--- config.mk ---
export PLATFORM = sky130hd
export DESIGN_NAME = dphy_rx_backend
export DESIGN_NICKNAME = d
export VERILOG_FILES = /design/src/design/dphy_lane_pkg.sv /design/src/design/dphy_stream_pkg.sv /design/src/design/dphy_byte_align.sv /design/src/design/dphy_word_align.sv /design/src/design/dphy_32b_map.sv /design/src/design/dphy_rx_backend.sv
export SDC_FILE = /design/constraint.sdc
export NUM_CORES = 1
export LEC_CHECK = 0
export BUFFER_PORTS_ARGS = -buffer_cell sky130_fd_sc_hd__buf_2
export CAP_MARGIN = 20
export CORE_MARGIN = 1
export CORE_UTILIZATION = 30
export DETAILED_ROUTE_END_ITERATION = 16
export GPL_TIMING_DRIVEN = 0
export HOLD_SLACK_MARGIN = 0.06
export PLACE_DENSITY_LB_ADDON = 0.25
export SYNTH_ARGS = -nofsm -noshare
export SYNTH_HDL_FRONTEND = slang
export SYNTH_SLANG_ARGS = --single-unit
export TNS_END_PERCENT = 100
--- constraint.sdc ---
create_clock -name byte_clk -period 3.4 [get_ports byte_clk]
set_input_delay 0.34 -clock byte_clk [delete_from_list [all_inputs] [get_ports byte_clk]]
set_output_delay 0.34 -clock byte_clk [all_outputs]
set_load 0.005 [all_outputs]
--- src/design/dphy_lane_pkg.sv ---
package dphy_lane_pkg;

// Leader byte that opens every high-speed burst
// Sent least significant bit first on each lane
localparam logic [7:0] SYNC_BYTE = 8'hB8;

// Largest lane-to-lane skew in byte clocks
// Also the depth of the per-lane delay line in the deskew
localparam int MAX_SKEW = 3;

// Cycles allowed between the first and the last lane becoming valid
localparam int ALIGN_TIMEOUT = 8;

// Counter widths derived from the limits above
localparam int SKEW_CNT_W    = $clog2( MAX_SKEW + 1 );
localparam int TIMEOUT_CNT_W = $clog2( ALIGN_TIMEOUT + 1 );

// One byte of one lane with its qualifier
typedef struct packed {
  logic       valid;
  logic [7:0] data;
} lane_byte_t;

endpackage

--- src/design/dphy_stream_pkg.sv ---
package dphy_stream_pkg;

// Bytes packed into one output word
localparam int WORD_BYTES = 4;

// Width of the output data bus
localparam int WORD_W = WORD_BYTES * 8;

// One output beat
// Byte n of the packet sits at bits 8*(n mod 4) upward
typedef struct packed {
  logic                valid;
  logic [WORD_W - 1:0] data;
} word_beat_t;

endpackage

--- src/design/dphy_byte_align.sv ---
`timescale 1ns/1ps

module dphy_byte_align
  import dphy_lane_pkg::*;
(
  input  logic       byte_clk,
  input  logic       clk_loss_rst_d2,
  // Raw deserializer byte, bit 0 is the earliest bit on the wire
  input  logic [7:0] unaligned_byte_i,
  input  logic       hs_data_valid_i,
  input  logic       reset_align_i,
  output lane_byte_t aligned_o
);

// Previous raw byte, lower half of the search window
logic [7:0]  prev_byte;
// Two consecutive raw bytes, earliest bit at index 0
logic [15:0] window;
// Leader found and byte boundary fixed
logic        locked;
logic [2:0]  offset;
// Search result for the current window
logic        found;
logic [2:0]  found_offset;
logic        drop_lock;

assign window    = { unaligned_byte_i, prev_byte };
assign drop_lock = !hs_data_valid_i || reset_align_i;

always_ff @( posedge byte_clk )
  prev_byte <= unaligned_byte_i;

// Look for the leader at every bit offset of the window
// The lowest offset wins when more than one matches
always_comb
  begin
    found        = 1'b0;
    found_offset = 3'd0;
    for( int i = 7; i >= 0; i-- )
      begin
        if( window[i +: 8] == SYNC_BYTE )
          begin
            found        = 1'b1;
            found_offset = 3'( i );
          end
      end
  end

// Hunt while in high-speed mode, then hold the offset until the burst ends
// or the deskew asks for a new search
always_ff @( posedge byte_clk, posedge clk_loss_rst_d2 )
  if( clk_loss_rst_d2 )
    begin
      locked <= 1'b0;
      offset <= 3'd0;
    end
  else
    if( drop_lock )
      locked <= 1'b0;
    else
      if( !locked && found )
        begin
          locked <= 1'b1;
          offset <= found_offset;
        end

// Once locked the window at the stored offset holds the next payload byte
// The leader itself is never forwarded
assign aligned_o.valid = locked;
assign aligned_o.data  = window[offset +: 8];

endmodule

--- src/design/dphy_word_align.sv ---
`timescale 1ns/1ps

module dphy_word_align
  import dphy_lane_pkg::*;
#(
  parameter int DATA_LANES = 2
)(
  input  logic                          byte_clk,
  input  logic                          clk_loss_rst_d2,
  input  logic                          eop_i,
  input  lane_byte_t [DATA_LANES - 1:0] lanes_i,
  // Restart request to every byte aligner
  output logic                          reset_align_o,
  output lane_byte_t [DATA_LANES - 1:0] lanes_o
);

// Delay line, entry k holds the lanes delayed by k + 1 cycles
lane_byte_t [DATA_LANES - 1:0]                   dly_line [MAX_SKEW];
// Cycles each lane was valid before the last lane arrived
logic       [DATA_LANES - 1:0][SKEW_CNT_W - 1:0] lead_cnt;
logic       [TIMEOUT_CNT_W - 1:0]                wait_cnt;
logic                                            locked;
logic       [DATA_LANES - 1:0]                   in_valid;
logic                                            any_valid;
logic                                            all_valid;
// Each lane read from the tap that matches its lead
lane_byte_t [DATA_LANES - 1:0]                   tap;
logic       [DATA_LANES - 1:0]                   tap_valid;
logic                                            tap_all_valid;
logic                                            desk_valid;
logic                                            hunting;
logic                                            clear_align;
// Fixed output pipeline so lanes leave MAX_SKEW cycles after the last lane
logic                                            pipe_valid [MAX_SKEW];
logic       [DATA_LANES - 1:0][7:0]              pipe_data  [MAX_SKEW];

always_comb
  begin
    for( int l = 0; l < DATA_LANES; l++ )
      in_valid[l] = lanes_i[l].valid;
  end

assign any_valid = |in_valid;
assign all_valid = &in_valid;

// Tap selection
always_comb
  begin
    for( int l = 0; l < DATA_LANES; l++ )
      begin
        if( lead_cnt[l] == '0 )
          tap[l] = lanes_i[l];
        else
          tap[l] = dly_line[lead_cnt[l] - 1'b1][l];
        tap_valid[l] = tap[l].valid;
      end
  end

assign tap_all_valid = &tap_valid;
assign desk_valid    = ( locked || all_valid ) && tap_all_valid;

// Some lanes are up but not all of them yet
assign hunting     = !locked && any_valid && !all_valid;
assign clear_align = eop_i || reset_align_o ||
                     ( locked && !tap_all_valid ) ||
                     ( !locked && !any_valid );

always_ff @( posedge byte_clk )
  begin
    dly_line[0] <= lanes_i;
    for( int k = 1; k < MAX_SKEW; k++ )
      dly_line[k] <= dly_line[k - 1];
  end

always_ff @( posedge byte_clk, posedge clk_loss_rst_d2 )
  if( clk_loss_rst_d2 )
    begin
      locked        <= 1'b0;
      lead_cnt      <= '0;
      wait_cnt      <= '0;
      reset_align_o <= 1'b0;
    end
  else
    begin
      // One-cycle pulse when the slowest lane is too late
      reset_align_o <= hunting &&
                       ( wait_cnt == TIMEOUT_CNT_W'( ALIGN_TIMEOUT - 1 ) );
      if( clear_align )
        begin
          locked   <= 1'b0;
          lead_cnt <= '0;
          wait_cnt <= '0;
        end
      else
        if( hunting )
          begin
            wait_cnt <= wait_cnt + 1'b1;
            // Saturate so the tap index stays inside the delay line
            for( int l = 0; l < DATA_LANES; l++ )
              if( in_valid[l] && ( lead_cnt[l] != SKEW_CNT_W'( MAX_SKEW ) ) )
                lead_cnt[l] <= lead_cnt[l] + 1'b1;
          end
        else
          if( all_valid )
            locked <= 1'b1;
    end

always_ff @( posedge byte_clk, posedge clk_loss_rst_d2 )
  if( clk_loss_rst_d2 )
    begin
      for( int k = 0; k < MAX_SKEW; k++ )
        pipe_valid[k] <= 1'b0;
    end
  else
    begin
      pipe_valid[0] <= desk_valid;
      for( int k = 1; k < MAX_SKEW; k++ )
        pipe_valid[k] <= pipe_valid[k - 1];
    end

always_ff @( posedge byte_clk )
  begin
    for( int l = 0; l < DATA_LANES; l++ )
      pipe_data[0][l] <= tap[l].data;
    for( int k = 1; k < MAX_SKEW; k++ )
      pipe_data[k] <= pipe_data[k - 1];
  end

// All lanes share one valid at the output
always_comb
  begin
    for( int l = 0; l < DATA_LANES; l++ )
      begin
        lanes_o[l].valid = pipe_valid[MAX_SKEW - 1];
        lanes_o[l].data  = pipe_data[MAX_SKEW - 1][l];
      end
  end

endmodule

--- src/design/dphy_32b_map.sv ---
`timescale 1ns/1ps

module dphy_32b_map
  import dphy_lane_pkg::*;
  import dphy_stream_pkg::*;
#(
  parameter int DATA_LANES = 2
)(
  input  logic                          byte_clk,
  input  logic                          clk_loss_rst_d2,
  input  logic                          eop_i,
  input  lane_byte_t [DATA_LANES - 1:0] lanes_i,
  output word_beat_t                    beat_o
);

localparam int FILL_W = $clog2( WORD_BYTES + 1 );

logic [DATA_LANES - 1:0]             in_valid;
logic                                lanes_valid;
// Bytes already collected in the current word
logic [FILL_W - 1:0]                 fill_q;
logic [FILL_W - 1:0]                 fill_next;
logic [WORD_BYTES - 1:0][7:0]        acc_q;
logic [WORD_BYTES - 1:0][7:0]        acc_next;
// Word with unused byte positions forced to zero
logic [WORD_BYTES - 1:0][7:0]        word_out;
logic                                emit;
logic                                beat_valid_q;
logic [WORD_W - 1:0]                 beat_data_q;

always_comb
  begin
    for( int l = 0; l < DATA_LANES; l++ )
      in_valid[l] = lanes_i[l].valid;
  end

assign lanes_valid = &in_valid;

// Lane 0 carries the earliest byte of each cycle
always_comb
  begin
    acc_next  = acc_q;
    fill_next = fill_q;
    if( lanes_valid )
      begin
        for( int l = 0; l < DATA_LANES; l++ )
          acc_next[fill_q + FILL_W'( l )] = lanes_i[l].data;
        fill_next = fill_q + FILL_W'( DATA_LANES );
      end
  end

// Full word, or the tail of a packet on eop
assign emit = ( fill_next == FILL_W'( WORD_BYTES ) ) ||
              ( eop_i && ( fill_next != '0 ) );

always_comb
  begin
    for( int b = 0; b < WORD_BYTES; b++ )
      if( FILL_W'( b ) < fill_next )
        word_out[b] = acc_next[b];
      else
        word_out[b] = 8'h00;
  end

always_ff @( posedge byte_clk, posedge clk_loss_rst_d2 )
  if( clk_loss_rst_d2 )
    begin
      fill_q       <= '0;
      beat_valid_q <= 1'b0;
    end
  else
    begin
      beat_valid_q <= emit;
      if( emit || eop_i )
        fill_q <= '0;
      else
        fill_q <= fill_next;
    end

always_ff @( posedge byte_clk )
  begin
    acc_q <= acc_next;
    if( emit )
      beat_data_q <= word_out;
  end

assign beat_o.valid = beat_valid_q;
assign beat_o.data  = beat_data_q;

endmodule

--- src/design/dphy_rx_backend.sv ---
`timescale 1ns/1ps

module dphy_rx_backend
  import dphy_lane_pkg::*;
  import dphy_stream_pkg::*;
#(
  parameter int DATA_LANES = 2
)(
  input  logic                          byte_clk,
  input  logic                          clk_loss_rst_d2,
  // Raw bytes from the deserializers, one per lane
  input  logic [DATA_LANES - 1:0][7:0]  unaligned_byte_i,
  // Settled high-speed valid, already in the byte clock domain
  input  logic [DATA_LANES - 1:0]       hs_data_valid_i,
  input  logic                          eop_i,
  output word_beat_t                    beat_o
);

// Byte-aligned lanes, still skewed
lane_byte_t [DATA_LANES - 1:0] aligned_lanes;
// Lanes in step with each other
lane_byte_t [DATA_LANES - 1:0] deskewed_lanes;
// Deskew timeout, restarts every leader search
logic                          reset_align;

generate
  for( genvar i = 0; i < DATA_LANES; i++ )
    begin : lane
      dphy_byte_align byte_align
      (
        .byte_clk         ( byte_clk            ),
        .clk_loss_rst_d2  ( clk_loss_rst_d2     ),
        .unaligned_byte_i ( unaligned_byte_i[i] ),
        .hs_data_valid_i  ( hs_data_valid_i[i]  ),
        .reset_align_i    ( reset_align         ),
        .aligned_o        ( aligned_lanes[i]    )
      );
    end
endgenerate

dphy_word_align #(
  .DATA_LANES      ( DATA_LANES      )
) word_align (
  .byte_clk        ( byte_clk        ),
  .clk_loss_rst_d2 ( clk_loss_rst_d2 ),
  .eop_i           ( eop_i           ),
  .lanes_i         ( aligned_lanes   ),
  .reset_align_o   ( reset_align     ),
  .lanes_o         ( deskewed_lanes  )
);

dphy_32b_map #(
  .DATA_LANES      ( DATA_LANES      )
) mapper (
  .byte_clk        ( byte_clk        ),
  .clk_loss_rst_d2 ( clk_loss_rst_d2 ),
  .eop_i           ( eop_i           ),
  .lanes_i         ( deskewed_lanes  ),
  .beat_o          ( beat_o          )
);

endmodule

==> results.md, run 1 <==
CTS:
- The clock net in this run drives a total of slightly above 200 sinks.
- The clock-pin transition on the worst setup and hold timing paths is roughly 0.060 ns.
- The clock insertion delay at the later pin of the skew report is between 0.5 and 0.6 ns.
- The H-tree depth reported by CTS is 1.
- The clock tree from TritonCTS is done.
- Counting along the longest clock path gives a buffer depth of 3.
- The number of clock buffers added by TritonCTS is 23.
- The post-CTS setup-driven buffer insertion count is 0.
- In this run the clock root is driven by a clkbuf_16.

Synth:
- In this run, synthesis produced a sequential element count of just over 200.
- The mapped netlist covers 7520 sq um.
- The number of distinct library cells after synthesis is 49.
- Yosys instantiated no cell more often than dfxtp_1.
- Among all flip-flop cells after synthesis, the most frequent one is dfxtp_1.
- The number of enable flip-flop cells after synthesis is 32.
- The Yosys step of the flow raised 0 warnings.
- After synthesis, the share of cell area in mux cells is 0.162.
- Yosys attributes the largest share of cell area to dfxtp_1 (40%), edfxtp_1 (13%), dfrtp_1 (8.0%), mux2_2 (7.2%), mux4_2 (3.9%).
- The simple logic cell fraction of the synthesized area is 0.113.
- The fraction of the mapped netlist area in compound gates was 0.0647.
- The share of synthesized area occupied by flip-flops and latches is 0.607.
- The library cell with the largest summed area after synthesis is dfxtp_1.
- Of the total synthesized cell area, the portion taken by XOR and XNOR cells is 0.00816.
- The net count after synthesis is 591.
- The fraction of post-synthesis cell area in the top cell type by area is 0.399.
- The post-synthesis share of cell area spent on full adders, half adders and majority gates is 0.0150.
- The async set-or-reset flop fraction in the synthesized netlist is 0.117.
- The largest family of logic cells by synthesized area is multiplexers.
- In this run the mean area of a mapped cell was between 10 and 15 sq um.
- Synthesis produced around 560 cells.
- Sorting the synthesized cells by how often they occur yields dfxtp_1 (150), mux2_2 (48), edfxtp_1 (32).

Global route:
- The initial antenna violation count is 0.
- The residual overflow from global routing is 0.
- The largest net degree at the start of global routing is 34.
- The total routing usage reported by global routing is 0.107.
- The global-route wire length before repair is roughly 23,000 um.
- The via count of the first global-routing pass came to around 4,600.

STA:
- The portion of the clock cycle consumed by the worst path in the final layout is 0.772.
- The total count of max-transition violations in the final report was 0.
- The hold violation count in the final report is 0.
- At the pin with the least slew margin, the transition time is between 0.8 and 0.9 ns.
- The headroom to the max-slew limit is 0.405.
- The setup slack after layout is a little under 0.8 ns.
- The maximum clock rate is approximately 380 MHz.
- The worst clock skew on the final layout is 0.00616 ns.
- Setup repair after global routing left no endpoint under its margin.
- The time the worst path needs with I/O delays and setup is ~2.6 ns.
- The final number of setup-violating endpoints is 0.
- The final worst hold slack is 0.0931 ns.

Critical path:
- Counting buffers and inverters, the worst setup path is 7 cells deep.
- The critical path contains buffers and inverters numbering 3 combined.
- STA puts the critical path data required time at 3.54 ns.
- The worst register-to-register path has a depth of 7.
- The highest cell delay on the worst timing path is approximately 0.72 ns.
- The standard cell with the maximum stage delay on the critical path is nor2_4.
- The worst-path maximum fanout is 33.
- The critical path data arrival time is roughly 2.8 ns.
- Traced cell by cell, the critical path runs through inv_1 > ha_1 > mux2i_1 > inv_1 > nor2_1 > buf_2 > nor2_4.
- The startpoint type of the worst setup path is a flop.
- On the critical path the largest part of the delay comes from simple AND/OR/NAND/NOR gates.
- The cell seen most often among critical-path stages is inv_1.
- STA classifies the critical path endpoint as a flop.
- The setup path with the least slack is of type reg2reg.

Power:
- The power density relative to cell area is 662 nW/um^2.
- The design draws between 6000 and 7000 uW.
- Across the VDD grid, the largest voltage drop is 0.259 mV.
- The cell internal power dissipation is around 4700 uW.
- The share of total power dissipated in sequential elements is 0.502.
- In this run the static leakage power is around 0.0037 uW.
- The combinational fraction of design power is 0.096.
- The switching part of the total is 0.233.
- The share of total power dissipated in the clock network is 0.401.
- The power spent charging and discharging nets is between 1000 and 1500 uW.

Die:
- During I/O placement, the number of pins put on the boundary was 54.
- The die covers about 26,000 sq um.
- The area of the core is ~24,000 sq um.
- The floorplan row count is 57.
- The floorplan step set the die width to about 160 um.
- The initial utilization of the core area, before any placement, comes to 0.307.
- The vertical die dimension is approximately 160 um.

Placement:
- The wire-length estimate of the detail-placed layout is just over 9000 um.
- In this run the tool buffered the top-level ports with 53 buffer cells.
- The worst setup slack after placement is a little under 0.7 ns.
- In this run, placement finished with an instance count of approximately 940.
- The routability congestion estimate is ~0.8.

Routing:
- The via total after detailed routing is between 4,000 and 5,000.
- After detailed routing, the met2 layer carries between 5000 and 6000 um of wire.
- After detailed routing, the number of remaining DRC violations is 0.
- The total detailed-routing wirelength is approximately 13,000 um.
- The first TritonRoute pass finished after 4 iterations.
- In this run, the number of DRC markers left after iteration 0 of detailed routing was between 150 and 200.
- The number of nets with antenna violations after detailed routing is 0.
- After detailed routing, no signal wire sits above met4.
- The met3 wire length is ~560 um.
- The wire length the detailed router placed on met1 is just under 7000 um.
- The mean number of vias per cell is 4.39.
- Dividing the detail-routed wire length by the instance count gives ~14 um.

Hold path:
- The number of instances on the worst hold path is 2.
- The path class of the tightest hold or removal check is in2reg.

Run status:
- The run finished with clean final reports.

Layout:
- The area growth from synthesis to final layout is 22.0%.
- The layout net count is 688.
- Of the cells placed in the final design, the portion with a size suffix greater than 1 is 0.282.
- Once layout is complete, the utilization of the core stands at 0.375.
- The total inserted antenna cells is 0.
- After the flow finishes, the layout carries non-filler instances totaling roughly 1,000.

Flow run:
- The max capacitance violation total is 0.
[sequential cells by signal, indices dropped and copies added (netlist names), 4 cells and up]
register / flops
word_align.dly_line: 54
word_align.pipe_data: 48
mapper.acc_q: 32
mapper.beat_data_q: 32
lane.byte_align.prev_byte: 16
lane.byte_align.offset: 6
word_align.lead_cnt: 4
word_align.wait_cnt: 4
[routing by layer]
layer	up-vias	global-route usage
met4	0	0.0390
met1	2044	0.147
met5	-	0
met3	26	0.0240
li1	2224	-
met2	84	0.165
[power by group through the flow]
| stage | Combinational (uW) | Sequential, uW | Clock, uW |
|---|---|---|---|
| floorplan | 440 | 3050 | 0 |
| global placement | 552 | 3080 | 0 |
| detailed placement | 561 | 3100 | 0 |
| CTS | 584 | 3050 | 2510 |
| global route | 643 | 3100 | 2620 |
| finish | 584 | 3050 | 2430 |
[stage by stage]
stage / area, sq um / TNS [ns]
2_1_floorplan: 7520 / 0
5_1_grt: 9170 / 0
3_3_place_gp: 8190 / -14.43
6_report: 9170 / 0
3_5_place_dp: 8200 / 0
4_1_cts: 9130 / 0
[worst paths after layout]
check                                                 start                            to  slack [ns]
worst min-delay path                     hs_data_valid_i[1]     lane[1].byte_align.locked        0.09
worst min register to register  word_align.pipe_data[0][18]   word_align.pipe_data[0][34]        0.32
min in group asynchronous                   clk_loss_rst_d2           mapper.beat_valid_q        0.26
worst max-delay path                       mapper.fill_q[1]         mapper.beat_data_q[4]        0.78
worst max register to register             mapper.fill_q[1]         mapper.beat_data_q[4]        0.78
max in group asynchronous                   clk_loss_rst_d2  lane[1].byte_align.offset[1]        2.79
[repair_timing]
action / 4_1_cts / 5_1_grt
hold buffers: 17 / 1
endpoints found under the setup margin: 0 / 0
hold endpoints to repair: 17 / 24
resized for setup: 0 / 0
[area by class of cell]
cell class,instances,area [sq um]
buffer,26,171
tap,324,405
clock inverter,13,120
timing repair buffer,72,473
sequential,206,4560
clock buffer,28,646
inverter,14,52.6
fill,2327,15300
multi-input combinational,315,2740
[cell families after synthesis]
kind of cell / count (synthesis)
xor+xnor: 7
compound gates: 75
simple gates: 131
fa+ha+maj: 9
mux: 93
flops: 206
buf+inv: 40
[cells in the final DEF (no fill, tap or decap), types with 10 or more instances in the layout]
cell           netlist  layout
clkbuf_1             9      10
dlygate4sd3_1        0      18
a21o_1              12      12
inv_1               14      14
mux2i_1             25      25
nor2_1              25      24
clkbuf_16            0      24
and4bb_2            16      16
dfxtp_1            150     150
nand2_1             22      22
dfrtp_1             24      24
mux2_2              48      48
o21ai_0             14      14
mux4_2              13      13
buf_2                5      58
a21oi_1             13      13
nor2b_1             19      19
a211oi_1            14      14
edfxtp_1            32      32
and2_1              17      17
Note: power is estimated with default switching activity, not from simulation.
==> run 2: changes to the inputs <==
==> constraint.sdc (replaced) <==
create_clock -name byte_clk -period 2.6 [get_ports byte_clk]
set_input_delay 0.26 -clock byte_clk [delete_from_list [all_inputs] [get_ports byte_clk]]
set_output_delay 0.26 -clock byte_clk [all_outputs]
set_load 0.005 [all_outputs]
==> run 2 against run 1 <==
  * Setup slack got worse by 0.48 ns
  * Via count is 1.4% higher
  * Core utilization rose by 0.17 points
  * Hold slack better by 0.024 ns
  * Flip-flop and latch count did not move
  * Power is 32% higher
  * Critical endpoint is now mapper.beat_data_q[22]
  * Largest power group unchanged
==> results.md, run 2 (synthesis gave the netlist of run 1 again) <==
Run status:
- Run status: finished clean (unchanged).

STA:
- The setup slack after layout is 0.299 ns (was 0.775 ns).
- The total count of max-transition violations in the final report is 0 (unchanged).
- The portion of the clock cycle consumed by the worst path in the final layout is 0.885 (was 0.772).
- RSZ-0062 raised after global routing: false (unchanged).
- The measured slew at the worst slew-check pin is 0.752 ns (was 0.890 ns).
- The final worst hold slack is 0.117 ns (was 0.0931 ns).
- The headroom to the max-slew limit came to 0.495 (was 0.405).
- The maximum clock rate is 435 MHz (was 381 MHz).
- The hold violation count in the final report is 0 (unchanged).
- The worst clock skew on the final layout was 0.0105 ns (was 0.00616 ns).
- The final number of setup-violating endpoints is 0 (unchanged).
- The time the worst path needs with I/O delays and setup was 2.30 ns (was 2.62 ns).

Critical path:
- The startpoint type of the worst setup path is a flop (unchanged).
- The worst-path maximum fanout is 17 (was 33).
- The required time of the critical path was 2.74 ns (was 3.54 ns).
- The critical path data arrival time is 2.45 ns (was 2.77 ns).
- The category of the critical setup timing path was reg2reg (unchanged).
- The type of element capturing the critical path is a flop (unchanged).

Routing:
- The number of nets with antenna violations after detailed routing was 0 (unchanged).
- The mean number of vias per cell is 4.43 (was 4.39).
- The number of search-and-repair iterations in the first detailed-routing pass is 4 (unchanged).
- The iteration-0 DRC count of the detailed router was 146 (was 171).
- The final routed wire length divided by cell count is 13.5 um (about the same).
- The total detailed-routing wirelength came to 13,500 um (about the same).
- The total DRC errors in the routed layout was 0 (unchanged).
- The via total after detailed routing is 4,439 (was 4,378).

Die:
- The vertical die dimension was 160 um (unchanged).
- The initial cell density of the core was 0.307 (unchanged).
- The floorplan row count is 57 (unchanged).
- The area of the core came to 24,500 sq um (unchanged).
- The number of top-level design ports was 54 (unchanged).
- The die area is 25,700 sq um (unchanged).
- The floorplan die width is 160 um (unchanged).

Global route:
- The residual overflow from global routing is 0 (unchanged).
- The global-route wire length before repair is 23,000 um (was 22,800 um).
- The via count of the first global-routing pass came to 4,552 (was 4,561).
- The total routing usage reported by global routing was 0.108 (was 0.107).
- The largest net degree at the start of global routing is 25 (was 34).
- The initial antenna violation count was 0 (unchanged).

CTS:
- The clock root buffer is clkbuf_16 (unchanged).
- The total clock buffers created by CTS was 23 (unchanged).
- The post-CTS setup-driven buffer insertion count is 0 (unchanged).
- The total clock sinks was 206 (unchanged).
- The H-tree depth reported by CTS is 1 (unchanged).
- The clock insertion delay at the later pin of the skew report was 0.51 ns (was 0.52 ns).
- The number of buffers on the longest clock path is 3 (unchanged).
- The clock tree from TritonCTS is done (unchanged).
- The clock-pin transition on the worst setup and hold timing paths was 0.06 ns (about the same).

Flow run:
- The max capacitance violation total is 0 (unchanged).

Layout:
- The post-route standard cell area excluding fillers is 9210 sq um (was 9170 sq um).
- The share of post-route cells with drive strength above 1 was 0.287 (was 0.282).
- The final cell count without fillers came to 1,001 (was 998).
- Biggest registers after layout: word_align.dly_line (54), word_align.pipe_data (48) (unchanged).
- The area growth from synthesis to final layout was 22.5% (was 22.0%).
- The number of flip-flops in the largest register was 54 (unchanged).
- The total inserted antenna cells is 0 (unchanged).
- The commonest non-fill, non-tap cell in the layout is dfxtp_1 (unchanged).
- The largest register by flop count is word_align.dly_line (unchanged).
- The layout net count came to 690 (was 688).
- Leading cell types in the layout, fill and taps excluded: dfxtp_1 (150), buf_2 (58), mux2_2 (48) (unchanged).

Power:
- The peak supply drop is 0.354 mV (was 0.259 mV).
- The static leakage is 0.00374 uW (was 0.00371 uW).
- The power density relative to cell area is 866 nW/um^2 (was 662 nW/um^2).

Placement:
- The number of port buffers is 53 (unchanged).
- The routability congestion estimate is 0.790 (was 0.801).
- The detailed placer's ending HPWL was 9210 um (was 9270 um).
- The total placed cells including tap cells is 938 (unchanged).
- The area of placed instances is 8200 sq um (unchanged).
- The worst setup slack after placement is -0.116 ns (was 0.695 ns).

Hold path:
- The type of the worst min-delay path is in2reg (unchanged).
run 2: changes by cell type in the layout (fill, tap and decap cells not counted), sizes merged:
cell and delta:
clkbuf +2, nor2 +1, dlygate4sd3 +1, clkinvlp -1
run 2: stage by stage:
step | total power [uW] | TNS, ns | utilization
after floorplan | 4560 | 0 | -
after global placement | 4750 | -17.59 | 0.335
after detailed placement | 4790 | -3.63 | 0.335
after CTS | 8100 | 0 | 0.376
after global routing | 8360 | 0 | 0.377
final | 7980 | 0 | 0.377
run 2: power breakdown:
| group | switching (uW) | total (uW) | internal (uW) |
|---|---|---|---|
| clock network | 1260 | 3230 | 1970 |
| registers | 205 | 3990 | 3780 |
| logic | 348 | 756 | 408 |
| total | 1810 | 7980 | 6160 |
run 2: path summary, 6_finish.rpt:
check                                                 start                      endpoint  slack [ns]  cells after the start
worst max-delay path                       mapper.fill_q[1]        mapper.beat_data_q[22]        0.30                      7
worst min-delay path                                  eop_i              mapper.fill_q[1]        0.12                      2
worst max register to register             mapper.fill_q[1]        mapper.beat_data_q[22]        0.30                      7
worst min register to register  word_align.pipe_data[0][10]   word_align.pipe_data[0][26]        0.32                      0
max in group asynchronous                   clk_loss_rst_d2  lane[1].byte_align.offset[0]        2.09                      4
min in group asynchronous                   clk_loss_rst_d2           mapper.beat_valid_q        0.16                      3
run 2: what timing repair did:
item                                   CTS  global route
gates cloned                             1             0
endpoints found under the hold margin   42             0
gates resized for setup                  1             1
pin swaps                                1             0
setup endpoints to repair               32            32
hold buffers                            19             0
run 2: layer usage:
layer / part of all wire / GRT usage / wire length, um
met1: 0.49 / 0.147 / 6650
met2: 0.44 / 0.171 / 5920
met3: 0.041 / 0.0196 / 549
met4: 0.028 / 0.0372 / 375
met5: 0 / 0 / 0
run 2: area by class of cell:
class	count	area, sq um
Buffer	26	171
Sequential cell	206	4560
Fill cell	2325	15300
Clock inverter	12	106
Inverter	14	52.6
Tap cell	324	405
Multi-Input combinational cell	316	2750
Clock buffer	30	684
Timing Repair Buffer	73	475
run 2: worst max-delay path, cell delays in order, from the launching register on:
cell and delay [ns]:
dfrtp_1 0.41, inv_1 0.09, ha_1 0.28, mux2i_1 0.07, inv_1 0.22, nor2_2 0.14
buf_2 0.25, nor2_4 0.47
==> run 3: changes to the inputs <==
--- a/config.mk
+++ b/config.mk
@@ -5,7 +5,7 @@
 export SDC_FILE = /design/constraint.sdc
 export NUM_CORES = 1
 export LEC_CHECK = 0
-export BUFFER_PORTS_ARGS = -buffer_cell sky130_fd_sc_hd__buf_2
+export BUFFER_PORTS_ARGS = -buffer_cell sky130_fd_sc_hd__buf_4
 export CAP_MARGIN = 20
 export CORE_MARGIN = 1
 export CORE_UTILIZATION = 30
==> run 3 against run 2 <==
  * Maximum frequency is 1.3% higher
  * Power is 0.63% higher
  * Global-route usage hardly changed
  * Critical endpoint is now mapper.beat_data_q[27]
  * Setup slack better by 0.029 ns
  * Via count is 1.6% lower
  * Non-clock buffer count is 1 higher
  * Final area is 1.5% higher
  * Die area stayed put
==> results.md, run 3 (synthesis gave the netlist of run 1 again) <==
Run status:
- Run status: finished clean (unchanged).

Die:
- The die area came to 25,700 sq um (unchanged).
- The initial cell density of the core came to 0.307 (unchanged).
- The floorplan row count is 57 (unchanged).
- The number of top-level design ports came to 54 (unchanged).
- The area of the core is 24,500 sq um (unchanged).
- The floorplan die width came to 160 um (unchanged).
- The vertical die dimension is 160 um (unchanged).

CTS:
- The clock-pin transition on the worst setup and hold timing paths was 0.06 ns (about the same).
- The clock insertion delay at the later pin of the skew report came to 0.52 ns (was 0.51 ns).
- The total clock buffers created by CTS is 23 (unchanged).
- The total clock sinks is 206 (unchanged).
- The H-tree depth reported by CTS is 1 (unchanged).
- The number of buffers on the longest clock path was 3 (unchanged).
- The clock tree from TritonCTS is done (unchanged).
- The post-CTS setup-driven buffer insertion count was 0 (unchanged).
- The clock root buffer is clkbuf_16 (unchanged).

Layout:
- The number of fillers in the final layout is 2,297 (was 2,325).
- The area growth from synthesis to final layout is 24.4% (was 22.5%).
- The layout net count is 691 (was 690).
- The final core area utilization came to 0.382 (was 0.377).
- Biggest registers after layout: word_align.dly_line (54), word_align.pipe_data (48) (unchanged).
- The final cell count without fillers is 1,002 (was 1,001).
- The total inserted antenna cells came to 0 (unchanged).
- The commonest non-fill, non-tap cell in the layout is dfxtp_1 (unchanged).
- The largest register by flop count is word_align.dly_line (unchanged).
- Leading cell types in the layout, fill and taps excluded: dfxtp_1 (150), buf_4 (57), mux2_2 (48) (was dfxtp_1 (150), buf_2 (58), mux2_2 (48)).
- The share of post-route cells with drive strength above 1 is 0.283 (was 0.287).
- The number of flip-flops in the largest register is 54 (unchanged).

Critical path:
- The startpoint of the worst-slack reg-to-reg timing path is mapper.fill_q[1] (unchanged).
- The setup slack of the worst register-to-register path is 0.33 ns (was 0.30 ns).
- The type of element capturing the critical path was a flop (unchanged).
- The timing startpoint of the critical path is mapper.fill_q[1] (unchanged).
- The family with the most delay on the worst path is simple AND/OR/NAND/NOR gates (unchanged).
- The cell seen most often among critical-path stages is inv_1 (unchanged).
- The required time of the critical path came to 2.75 ns (was 2.74 ns).
- Series of cell instances along the critical path: inv_1 > ha_1 > mux2i_1 > inv_1 > nor2_2 > buf_2 > nor2_4 (unchanged).
- The standard cell with the maximum stage delay on the critical path is nor2_4 (unchanged).
- The category of the critical setup timing path is reg2reg (unchanged).
- The worst-path maximum fanout came to 16 (was 17).
- The combined buffer and inverter count along the critical path is 3 (unchanged).
- The startpoint type of the worst setup path is a flop (unchanged).
- The number of cells on the worst reg-to-reg path was 7 (unchanged).
- The critical path data arrival time is 2.42 ns (was 2.45 ns).
- The highest cell delay on the worst timing path is 0.45 ns (was 0.47 ns).
- The end of the worst register-to-register path is mapper.beat_data_q[27] (was mapper.beat_data_q[22]).
- The termination of the worst setup path is mapper.beat_data_q[27] (was mapper.beat_data_q[22]).
- The instance count on the critical path is 7 (unchanged).

Global route:
- The via count of the first global-routing pass is 4,565 (was 4,552).
- The total routing usage reported by global routing is 0.108 (about the same).
- The residual overflow from global routing is 0 (unchanged).
- The global-route wire length before repair was 23,100 um (was 23,000 um).
- The initial antenna violation count is 0 (unchanged).
- The largest net degree at the start of global routing is 25 (unchanged).

Routing:
- The number of search-and-repair iterations in the first detailed-routing pass is 4 (unchanged).
- The iteration-0 DRC count of the detailed router is 152 (was 146).
- The via total after detailed routing is 4,369 (was 4,439).
- The mean number of vias per cell is 4.36 (was 4.43).
- The wire length on met2 is 5820 um (was 5920 um).
- The top routing layer in use is met4 (unchanged).
- The number of nets with antenna violations after detailed routing is 0 (unchanged).
- The total detailed-routing wirelength is 13,500 um (about the same).
- The final routed wire length divided by cell count is 13.5 um (about the same).
- The wire length the detailed router placed on met1 is 6740 um (was 6650 um).
- The met3 wire length is 634 um (was 549 um).
- The total DRC errors in the routed layout is 0 (unchanged).

STA:
- The final worst hold slack was 0.179 ns (was 0.117 ns).
- The time the worst path needs with I/O delays and setup came to 2.27 ns (was 2.30 ns).
- The hold violation count in the final report is 0 (unchanged).
- The maximum clock rate was 440 MHz (was 435 MHz).
- The final number of setup-violating endpoints is 0 (unchanged).
- The setup slack after layout is 0.328 ns (was 0.299 ns).
- The measured slew at the worst slew-check pin was 0.701 ns (was 0.752 ns).
- The headroom to the max-slew limit is 0.529 (was 0.495).
- RSZ-0062 raised after global routing: false (unchanged).
- The worst clock skew on the final layout is 0.0152 ns (was 0.0105 ns).
- The portion of the clock cycle consumed by the worst path in the final layout is 0.874 (was 0.885).
- The total count of max-transition violations in the final report was 0 (unchanged).

Power:
- The peak supply drop is 0.341 mV (was 0.354 mV).
- The static leakage was 0.00379 uW (was 0.00374 uW).
- The power density relative to cell area is 859 nW/um^2 (was 866 nW/um^2).

Placement:
- The number of port buffers was 53 (unchanged).
- The routability congestion estimate is 0.789 (was 0.790).
- The detailed placer's ending HPWL was 9110 um (was 9210 um).
- The total placed cells including tap cells is 938 (unchanged).
- The worst setup slack after placement was -0.122 ns (was -0.116 ns).

Flow run:
- The max capacitance violation total is 0 (unchanged).

Hold path:
- The type of the worst min-delay path is in2async (was in2reg).
-- run 3: cell types whose count changed in the layout (fill, tap and decap cells not counted), moves of 2 or more --
cell,previous run,this run
clkbuf_1,10,12
buf_4,4,57
clkbuf_8,4,6
clkinv_2,7,5
buf_2,58,5
clkbuf_16,25,23
-- run 3: power by group --
group | internal, uW | switching (uW) | total (uW)
registers | 3780 | 199 | 3980
logic | 418 | 349 | 766
clock network | 2010 | 1270 | 3280
-- run 3: layout make-up --
cell class / instances / area (sq um) / area share
Clock inverter: 10 / 120 / 0.0128
Timing Repair Buffer: 74 / 618 / 0.0661
Multi-Input combinational cell: 316 / 2750 / 0.294
Tap cell: 324 / 405 / 0.0434
Clock buffer: 32 / 669 / 0.0716
Sequential cell: 206 / 4560 / 0.488
Inverter: 14 / 52.6 / 0.00562
Buffer: 26 / 171 / 0.0183
-- run 3: worst min path at each step --
stage	end
4_1_cts	word_align.pipe_data[0][42]
2_1_floorplan	lane[0].byte_align.locked
6_report	mapper.beat_valid_q
3_3_place_gp	word_align.pipe_data[0][34]
3_5_place_dp	word_align.pipe_data[0][30]
5_1_grt	mapper.beat_valid_q
-- run 3: per-layer routing --
layer  up-vias  GRT usage
met5         -          0
met1      2034      0.149
li1       2228          -
met4         0     0.0338
met2        84      0.168
met3        23     0.0235
-- run 3: worst reg2reg max path, stage by stage (launching register included) --
cell and delay, ns:
dfrtp_1 0.40, inv_1 0.08, ha_1 0.28, mux2i_1 0.06
inv_1 0.23, nor2_2 0.16, buf_2 0.25, nor2_4 0.45
-- run 3: repair_timing --
action	CTS	global route
hold buffers	20	0
resized for setup	1	1
setup endpoints to repair	32	32
pin swaps	1	0
cloned	1	0
endpoints found under the hold margin	43	0
-- run 3: through the flow --
stage | TNS [ns] | power, uW | instance area (sq um)
2_1_floorplan | 0 | 4560 | 7520
3_3_place_gp | -17.15 | 4760 | 8320
3_5_place_dp | -3.82 | 4800 | 8330
4_1_cts | 0 | 8140 | 9330
5_1_grt | 0 | 8430 | 9350
6_report | 0 | 8030 | 9350
